[src/design/mul_pkg.sv]
/*
  Multiply unit package
  Word widths, nibble array geometry, pipeline latency, vector types,
  configuration register map and the request controller states
*/

package mul_pkg;

  // Operand and result width of the unit
  localparam int WORD_WIDTH = 32;

  // One digit of the nibble array
  localparam int NIBBLE_WIDTH = 4;

  // Digits per operand, so the array holds NIBBLES * NIBBLES products
  localparam int NIBBLES = WORD_WIDTH / NIBBLE_WIDTH;

  // Clock edges from issue to prod_valid in the multiplier
  localparam int MUL_LATENCY = 4;

  // Width of the completion counter
  localparam int CNT_WIDTH = 16;

  // Width of the configuration register address
  localparam int CFG_ADDR_WIDTH = 2;

  typedef logic [WORD_WIDTH-1:0]     word_t;
  typedef logic [2*WORD_WIDTH-1:0]   dword_t;
  typedef logic [CNT_WIDTH-1:0]      cnt_t;
  typedef logic [CFG_ADDR_WIDTH-1:0] cfg_addr_t;

  // Register map of the configuration block
  localparam cfg_addr_t REG_CTRL   = 2'd0;
  localparam cfg_addr_t REG_STATUS = 2'd1;
  localparam cfg_addr_t REG_COUNT  = 2'd2;

  // Handshake states of the request controller
  typedef enum logic [1:0] {
    IDLE,
    BUSY,
    DONE
  } ctrl_state_t;

endpackage

[src/design/nibble_multiplier.sv]
/*
  Nibble array multiplier
  Four stage pipelined unsigned 32x32 multiply built from 4-bit digit
  products and an adder tree, returning the low word and an overflow bit
*/

`timescale 1ns/10ps

module nibble_multiplier (
  input  logic           clk,
  input  logic           rst_n,
  input  logic           issue,
  input  mul_pkg::word_t issue_a,
  input  mul_pkg::word_t issue_b,
  output logic           prod_valid,
  output mul_pkg::word_t prod_lo,
  output logic           prod_ovf
);

  localparam int NW       = mul_pkg::NIBBLE_WIDTH;
  localparam int NN       = mul_pkg::NIBBLES;
  localparam int TERMS    = NN * NN;
  localparam int GROUPS_2 = TERMS / 4;
  localparam int GROUPS_3 = GROUPS_2 / 4;

  // Stage 1 operand registers
  mul_pkg::word_t a_q;
  mul_pkg::word_t b_q;

  // Shifted digit products, combinational from the stage 1 registers
  mul_pkg::dword_t terms [TERMS];

  // Adder tree levels registered at stages 2 and 3
  mul_pkg::dword_t sum2 [GROUPS_2];
  mul_pkg::dword_t sum3 [GROUPS_3];

  // Final sum feeding the output split of stage 4
  mul_pkg::dword_t total;

  // Valid bit for each stage, the last one is prod_valid
  logic [mul_pkg::MUL_LATENCY-1:0] valid_pipe;

  // One digit product placed at its weight in the 64-bit result
  function automatic mul_pkg::dword_t nibble_term(
    input logic [NW-1:0] x,
    input logic [NW-1:0] y,
    input int            weight
  );
    logic [2*NW-1:0] digit_prod;
    mul_pkg::dword_t placed;
    digit_prod = {{NW{1'b0}}, x} * {{NW{1'b0}}, y};
    placed = '0;
    placed[2*NW-1:0] = digit_prod;
    return placed << (weight * NW);
  endfunction

  // The valid bit walks beside the data so each stage can hold its own op
  always_ff @(posedge clk or negedge rst_n)
  begin
    if (!rst_n)
    begin
      valid_pipe <= '0;
    end
    else
    begin
      valid_pipe <= {valid_pipe[mul_pkg::MUL_LATENCY-2:0], issue};
    end
  end

  assign prod_valid = valid_pipe[mul_pkg::MUL_LATENCY-1];

  // Stage 1 captures the operands on issue
  always_ff @(posedge clk)
  begin
    if (issue)
    begin
      a_q <= issue_a;
      b_q <= issue_b;
    end
  end

  // Every digit of a against every digit of b, weight is the sum of positions
  always_comb
  begin
    for (int i = 0; i < NN; i++)
    begin
      for (int j = 0; j < NN; j++)
      begin
        terms[i*NN+j] = nibble_term(a_q[i*NW +: NW], b_q[j*NW +: NW], i + j);
      end
    end
  end

  // Stage 2 reduces the 64 terms in groups of four
  // Full 64-bit width everywhere, so no level can carry out
  always_ff @(posedge clk)
  begin
    for (int g = 0; g < GROUPS_2; g++)
    begin
      sum2[g] <= terms[4*g] + terms[4*g+1] + terms[4*g+2] + terms[4*g+3];
    end
  end

  // Stage 3 folds the 16 partial sums down to 4
  always_ff @(posedge clk)
  begin
    for (int h = 0; h < GROUPS_3; h++)
    begin
      sum3[h] <= sum2[4*h] + sum2[4*h+1] + sum2[4*h+2] + sum2[4*h+3];
    end
  end

  // Last level of the tree feeds the output registers directly
  always_comb
  begin
    total = '0;
    for (int k = 0; k < GROUPS_3; k++)
    begin
      total = total + sum3[k];
    end
  end

  // Stage 4 splits the product, any bit in the high word means overflow
  always_ff @(posedge clk)
  begin
    prod_lo  <= total[mul_pkg::WORD_WIDTH-1:0];
    prod_ovf <= |total[2*mul_pkg::WORD_WIDTH-1:mul_pkg::WORD_WIDTH];
  end

endmodule

[src/design/mul_req_ctrl.sv]
/*
  Multiply request controller
  Runs the four-phase req/ack handshake, issues operands to the multiplier,
  applies saturation and holds the result until req is released
*/

`timescale 1ns/10ps

module mul_req_ctrl (
  input  logic           clk,
  input  logic           rst_n,
  input  logic           req,
  input  mul_pkg::word_t op_a,
  input  mul_pkg::word_t op_b,
  output logic           ack,
  output mul_pkg::word_t result,
  output logic           ovf,
  input  logic           sat_en,
  output logic           issue,
  output mul_pkg::word_t issue_a,
  output mul_pkg::word_t issue_b,
  input  logic           prod_valid,
  input  mul_pkg::word_t prod_lo,
  input  logic           prod_ovf,
  output logic           done,
  output logic           done_ovf
);

  mul_pkg::ctrl_state_t state;

  // A new request is taken only from IDLE, where ack is already low
  logic accept;

  // The single outstanding operation has come back from the multiplier
  logic complete;

  assign accept   = (state == mul_pkg::IDLE) && req;
  assign complete = (state == mul_pkg::BUSY) && prod_valid;

  // Handshake FSM
  always_ff @(posedge clk or negedge rst_n)
  begin
    if (!rst_n)
    begin
      state <= mul_pkg::IDLE;
      issue <= 1'b0;
      ack   <= 1'b0;
      done  <= 1'b0;
    end
    else
    begin
      // issue and done are single cycle strobes
      issue <= 1'b0;
      done  <= 1'b0;
      case (state)
        mul_pkg::IDLE:
        begin
          if (accept)
          begin
            issue <= 1'b1;
            state <= mul_pkg::BUSY;
          end
        end
        mul_pkg::BUSY:
        begin
          if (complete)
          begin
            ack   <= 1'b1;
            done  <= 1'b1;
            state <= mul_pkg::DONE;
          end
        end
        mul_pkg::DONE:
        begin
          // Result and ack stay put for as long as the requester holds req
          if (!req)
          begin
            ack   <= 1'b0;
            state <= mul_pkg::IDLE;
          end
        end
        default:
        begin
          state <= mul_pkg::IDLE;
        end
      endcase
    end
  end

  // Operands are captured at the accepting edge and stay on the issue bus
  always_ff @(posedge clk)
  begin
    if (accept)
    begin
      issue_a <= op_a;
      issue_b <= op_b;
    end
  end

  // Saturation replaces the low word with all ones only on overflow
  always_ff @(posedge clk)
  begin
    if (complete)
    begin
      result   <= (sat_en && prod_ovf) ? '1 : prod_lo;
      ovf      <= prod_ovf;
      done_ovf <= prod_ovf;
    end
  end

endmodule

[src/design/mul_config_regs.sv]
/*
  Multiply unit configuration and status registers
  Saturate mode control, sticky overflow flag and completion counter
*/

`timescale 1ns/10ps

module mul_config_regs (
  input  logic               clk,
  input  logic               rst_n,
  input  logic               cfg_wr,
  input  mul_pkg::cfg_addr_t cfg_addr,
  input  mul_pkg::word_t     cfg_wdata,
  output mul_pkg::word_t     cfg_rdata,
  output logic               sat_en,
  input  logic               done,
  input  logic               done_ovf
);

  // Sticky overflow flag held in STATUS bit 0
  logic ovf_flag;

  // Completed multiplies since reset
  mul_pkg::cnt_t done_count;

  // Write strobes decoded per register
  logic wr_ctrl;
  logic wr_status;

  assign wr_ctrl   = cfg_wr && (cfg_addr == mul_pkg::REG_CTRL);
  assign wr_status = cfg_wr && (cfg_addr == mul_pkg::REG_STATUS);

  // CTRL bit 0 turns on saturation in the controller
  always_ff @(posedge clk or negedge rst_n)
  begin
    if (!rst_n)
    begin
      sat_en <= 1'b0;
    end
    else if (wr_ctrl)
    begin
      sat_en <= cfg_wdata[0];
    end
  end

  // An overflowing completion beats a clear in the same cycle
  always_ff @(posedge clk or negedge rst_n)
  begin
    if (!rst_n)
    begin
      ovf_flag <= 1'b0;
    end
    else if (done && done_ovf)
    begin
      ovf_flag <= 1'b1;
    end
    else if (wr_status && cfg_wdata[0])
    begin
      ovf_flag <= 1'b0;
    end
  end

  // COUNT is read only and simply wraps
  always_ff @(posedge clk or negedge rst_n)
  begin
    if (!rst_n)
    begin
      done_count <= '0;
    end
    else if (done)
    begin
      done_count <= done_count + mul_pkg::cnt_t'(1);
    end
  end

  // Combinational readback where unmapped addresses return zero
  always_comb
  begin
    cfg_rdata = '0;
    case (cfg_addr)
      mul_pkg::REG_CTRL:   cfg_rdata[0] = sat_en;
      mul_pkg::REG_STATUS: cfg_rdata[0] = ovf_flag;
      mul_pkg::REG_COUNT:  cfg_rdata[mul_pkg::CNT_WIDTH-1:0] = done_count;
      default:             cfg_rdata = '0;
    endcase
  end

endmodule

[src/design/mul_unit_top.sv]
/*
  Integer multiply unit
  Request controller, nibble array multiplier and configuration registers
*/

`timescale 1ns/10ps

module mul_unit_top (
  input  logic               clk,
  input  logic               rst_n,
  input  logic               req,
  input  mul_pkg::word_t     op_a,
  input  mul_pkg::word_t     op_b,
  output logic               ack,
  output mul_pkg::word_t     result,
  output logic               ovf,
  input  logic               cfg_wr,
  input  mul_pkg::cfg_addr_t cfg_addr,
  input  mul_pkg::word_t     cfg_wdata,
  output mul_pkg::word_t     cfg_rdata
);

  // Controller to multiplier
  logic           issue;
  mul_pkg::word_t issue_a;
  mul_pkg::word_t issue_b;

  // Multiplier back to controller
  logic           prod_valid;
  mul_pkg::word_t prod_lo;
  logic           prod_ovf;

  // Between controller and register block
  logic sat_en;
  logic done;
  logic done_ovf;

  mul_req_ctrl u_ctrl (
    .clk        (clk),
    .rst_n      (rst_n),
    .req        (req),
    .op_a       (op_a),
    .op_b       (op_b),
    .ack        (ack),
    .result     (result),
    .ovf        (ovf),
    .sat_en     (sat_en),
    .issue      (issue),
    .issue_a    (issue_a),
    .issue_b    (issue_b),
    .prod_valid (prod_valid),
    .prod_lo    (prod_lo),
    .prod_ovf   (prod_ovf),
    .done       (done),
    .done_ovf   (done_ovf)
  );

  nibble_multiplier u_mul (
    .clk        (clk),
    .rst_n      (rst_n),
    .issue      (issue),
    .issue_a    (issue_a),
    .issue_b    (issue_b),
    .prod_valid (prod_valid),
    .prod_lo    (prod_lo),
    .prod_ovf   (prod_ovf)
  );

  mul_config_regs u_regs (
    .clk       (clk),
    .rst_n     (rst_n),
    .cfg_wr    (cfg_wr),
    .cfg_addr  (cfg_addr),
    .cfg_wdata (cfg_wdata),
    .cfg_rdata (cfg_rdata),
    .sat_en    (sat_en),
    .done      (done),
    .done_ovf  (done_ovf)
  );

endmodule

[config.mk]
export PLATFORM = sky130hd
export DESIGN_NAME = mul_unit_top
export DESIGN_NICKNAME = d
export VERILOG_FILES = /design/src/design/mul_pkg.sv /design/src/design/nibble_multiplier.sv /design/src/design/mul_req_ctrl.sv /design/src/design/mul_config_regs.sv /design/src/design/mul_unit_top.sv
export SDC_FILE = /design/constraint.sdc
export NUM_CORES = 2
export LEC_CHECK = 0
export ABC_AREA = 1
export BUFFER_PORTS_ARGS = -buffer_cell sky130_fd_sc_hd__buf_2
export CAP_MARGIN = 10
export CORE_UTILIZATION = 57
export DETAILED_ROUTE_END_ITERATION = 12
export PLACE_DENSITY = 0.83
export SLEW_MARGIN = 20
export SYNTH_ARGS = -nofsm -noshare
export SYNTH_HDL_FRONTEND = slang
export SYNTH_HIERARCHICAL = 1
export SYNTH_SLANG_ARGS = --single-unit
[constraint.sdc]
create_clock -name clk -period 7.65 [get_ports clk]
set_clock_uncertainty 0.2 [all_clocks]
set_input_delay 1.1475 -clock clk [delete_from_list [all_inputs] [get_ports clk]]
set_output_delay 1.1475 -clock clk [all_outputs]
set_load 0.01 [all_outputs]
==> results.txt <==
* Status: finished, final reports clean
- The routed layout has between 50k and 60k vias.
- Dividing the detail-routed via count by the number of cells gives around 5.4.
* Setup slack at placement: 0.949 ns
- Number of iterations in the first detailed-routing pass: 6
* Final Setup Violations: 0
- HPWL Detailed: 152000 microns
- Worst EP arrival: between 7 and 8 ns
- Worst min-delay path class: flop to flop
- Synth unique cells: 65
* Number of DRC markers in iteration 0: 4204
- The final hold violation count came to 0.
* Number of synthesized flops with an enable pin: about 160
* Post-CTS Hold Fix Bufs: 0
* Clock period minus worst slack: 6.78 ns
- Kind of end point of the critical path: flop
- GRT met2 Usage: 48.6%
- Maximum count of clock buffers along a single path: 3
- The final number of max-transition violations was 0.
- Buffers inserted during post-CTS setup optimization: 0
* Num Clock Sinks: approximately 720
* Pin count of the biggest net entering global routing: 47
* DIE HEIGHT: 359 microns
* Worst slew margin relative to its limit: 31.5%
* Most frequent standard cell in the layout excluding fill and tap cells: sky130_fd_sc_hd__nand2_1
- Fraction of layout cells with a size suffix above 1: 4.84%
- Setup slack, reg-to-reg: between 0.8 and 0.9 ns
* Worst-Margin Slew: a little over 1 ns
- Once detail routing completed, the nets flagged for antenna violations numbered 0.
- Area added between synthesis and finish: 7.25%
- Starting Density: 57.7%
- Via count of the first global-routing pass: 59.8k
- Global routing consumed, over all layers together, 29.2% of the routing resources.
- Input and output buffers added on the ports amount to 120.
- Total Routed Length: between 150000 and 200000 microns
* Global-route layer with the greatest usage: met2
* Minimum hold slack: 0.117 ns
- Register bit total from synthesis: 722
- Width of the die: 359 microns
* Flip-flop cell with the highest count after synthesis: sky130_fd_sc_hd__dfxtp_1
- Gate Count Post-Synth: around 9.2k
* Layout filler cell count: 10.6k
- Setup repair after global routing left no endpoint under its margin.
- Summing every instance area after synthesis gives 72800 sq um.
- Number of top-level pins: 168
* TritonCTS buffer count: 83
- DR WL/cell: 17.0 microns
* Weighted congestion reported at the end of routability-driven placement: 0.968
* Wire length of the first global-routing pass: a little over 300000 microns
- TritonCTS clock tree: built
- # rows: 130
- Placement-stage cell area: 75300 sq um
- For this run, asynchronously set or reset flops after synthesis account for 3.74%.
* Number of violations of the max-capacitance limit: 0
- Critical Path Source Type: flop
* Total negative slack for setup checks: 0 ns
* Area enclosed by the die boundary: 129000 sq um
* Worst Path Class, Setup: flop to flop
- In the routed design, unresolved DRC markers number 0.
- For this run, global-route usage on met3 was measured as 4.58%.
- After layout, the worst path uses 88.6% of the clock period.
- STA puts the critical path data required time at 8.06 ns.
- Clock transition at the registers of the reported paths: roughly 0.06 ns
- CTS placed an instance of sky130_fd_sc_hd__clkbuf_16 at the clock tree root.
* Sequential cell area: 16200 sq um
- PostCTS Resize Cnt: 0
- The multi-input combinational cells in the finished layout cover a total of 48500 sq um.
* Met1 track demand over resource: between 30% and 40%
- In this run the number of H-tree levels came out at 3.
* Total overflow reported by the global router: 0
* Worst-path fanout max: 16
- Setup slack closes at just under 0.9 ns.
- Final Instance Area: 78100 sq um
* Clk_lat worst skew: 0.72 ns
* Proportion of synthesized chip area in sequential cells: 22.3%
- At the end of the flow, the number of nets in the layout was ~11k.
- The number of antenna violations at the first check in global routing was 26.
- Avg Synthesized Cell Area: 7.87 sq um
- Core region area: 126000 sq um
* Top library cells by usage in the layout, fill and taps aside: sky130_fd_sc_hd__nand2_1, sky130_fd_sc_hd__inv_1, sky130_fd_sc_hd__ha_1, sky130_fd_sc_hd__dfxtp_1, sky130_fd_sc_hd__a21oi_1
- Max Fclk: roughly 0.15 GHz
- Syn. warnings: 6
==> critical path: stages, from the launching register on <==
cell                       delay (ns)
sky130_fd_sc_hd__edfxtp_1        0.77
sky130_fd_sc_hd__nand2_1         0.16
sky130_fd_sc_hd__fa_1            0.51
sky130_fd_sc_hd__inv_1           0.06
sky130_fd_sc_hd__fa_1            0.53
sky130_fd_sc_hd__fa_1            0.48
sky130_fd_sc_hd__xor2_1          0.21
sky130_fd_sc_hd__ha_1            0.20
sky130_fd_sc_hd__inv_1           0.06
sky130_fd_sc_hd__fa_1            0.40
sky130_fd_sc_hd__o21ai_0         0.31
sky130_fd_sc_hd__nand2_1         0.13
sky130_fd_sc_hd__nor4_1          0.55
sky130_fd_sc_hd__fa_1            0.53
sky130_fd_sc_hd__ha_1            0.36
sky130_fd_sc_hd__a21oi_1         0.15
sky130_fd_sc_hd__o21ai_0         0.13
sky130_fd_sc_hd__nand2_1         0.09
sky130_fd_sc_hd__nand2_1         0.06
sky130_fd_sc_hd__a21oi_1         0.29
sky130_fd_sc_hd__nor2_1          0.06
sky130_fd_sc_hd__o21ai_0         0.15
sky130_fd_sc_hd__nand2_1         0.10
sky130_fd_sc_hd__nand3_1         0.09
sky130_fd_sc_hd__xnor2_1         0.12
==> path summary, 6_finish.rpt <==
| path | start | cells after the start | end |
|---|---|---|---|
| setup / recovery | u_mul/a_q[30] | 24 | u_mul/sum2[1][450] |
| hold / removal | u_mul/sum2[1][220] | 0 | u_mul/sum3[3][25] |
| setup reg to reg | u_mul/a_q[30] | 24 | u_mul/sum2[1][450] |
| hold reg to reg | u_mul/sum2[1][220] | 0 | u_mul/sum3[3][25] |
| max in group asynchronous | rst_n | 1 | u_ctrl/issue |
| min in group asynchronous | rst_n | 1 | u_mul/valid_pipe[0] |
==> logic make-up after synthesis <==
group	count (synthesis)	share of synthesized area, %
AOI/OAI and AO/OA	889	7.03
DFF	722	22.3
other	1	0.00515
buffers and inverters	2155	11.2
adders and majority gates	1820	35.2
xor gates and xnor gates	617	7.43
and+or+nand+nor	3038	16.8
==> per-stage QoR <==
step,utilization (%),cells
2_1_floorplan,-,9257
3_3_place_gp,59.7,10900
3_5_place_dp,59.7,10900
4_1_cts,61.9,11000
5_1_grt,61.9,11000
6_report,61.9,11100
==> Yosys cell counts (10+ instances only) <==
cell / number / area (sq um)
sky130_fd_sc_hd__o221ai_1: 26 / 228
sky130_fd_sc_hd__a21oi_1: 466 / 2330
sky130_fd_sc_hd__dfrtp_1: 27 / 676
sky130_fd_sc_hd__fa_1: 380 / 7610
sky130_fd_sc_hd__inv_1: 1926 / 7230
sky130_fd_sc_hd__o21ai_1: 41 / 205
sky130_fd_sc_hd__a21o_1: 38 / 285
sky130_fd_sc_hd__a31oi_1: 49 / 307
sky130_fd_sc_hd__xnor2_1: 191 / 1670
sky130_fd_sc_hd__nand3_1: 242 / 1210
sky130_fd_sc_hd__ha_1: 1440 / 18000
sky130_fd_sc_hd__and2_1: 13 / 81.3
sky130_fd_sc_hd__buf_4: 18 / 135
sky130_fd_sc_hd__inv_2: 13 / 48.8
sky130_fd_sc_hd__clkbuf_1: 193 / 724
sky130_fd_sc_hd__o21bai_1: 36 / 270
sky130_fd_sc_hd__a221oi_1: 10 / 87.6
sky130_fd_sc_hd__o21ai_0: 143 / 716
sky130_fd_sc_hd__xor2_1: 426 / 3730
sky130_fd_sc_hd__nand2_1: 2230 / 8370
sky130_fd_sc_hd__nand4_1: 34 / 213
sky130_fd_sc_hd__nor2_2: 18 / 113
sky130_fd_sc_hd__dfxtp_1: 534 / 10700
sky130_fd_sc_hd__nand2_2: 26 / 163
sky130_fd_sc_hd__edfxtp_1: 161 / 4830
sky130_fd_sc_hd__nor3_1: 46 / 230
sky130_fd_sc_hd__nor2_1: 378 / 1420
sky130_fd_sc_hd__o21a_1: 20 / 150
==> metal layers <==
layer	vias up	share of wire (%)	wire, microns
met3	412	8.0	15100
li1	29000	-	-
met4	4	4.4	8300
met2	1917	45	85000
met5	-	0.014	27
met1	28000	42	79800
==> flip-flops by register name, summed over array words and instances (netlist names), 2 cells and up <==
signal and flops:
u_mul/prod_lo 32, u_mul/sum3 166, u_mul/sum2 335, u_ctrl/issue_a 32
u_ctrl/issue_b 32, u_mul/b_q 32, u_mul/valid_pipe 4, u_ctrl/result 32
u_ctrl/state 2, u_regs/done_count 16, u_mul/a_q 32
==> cell type report <==
type,instances,share of cell area [%]
diodes,5,0.0160
clock buffers,107,3.00
clock inverters,43,0.561
inverters,1940,9.33
multi-input cells,6380,62.1
flip-flops and latches,722,20.8
well taps,1650,2.64
repair buffers,206,1.60
Power is not shown: default switching activity piles up to over one toggle a cycle in this logic, so the estimate is an artifact.
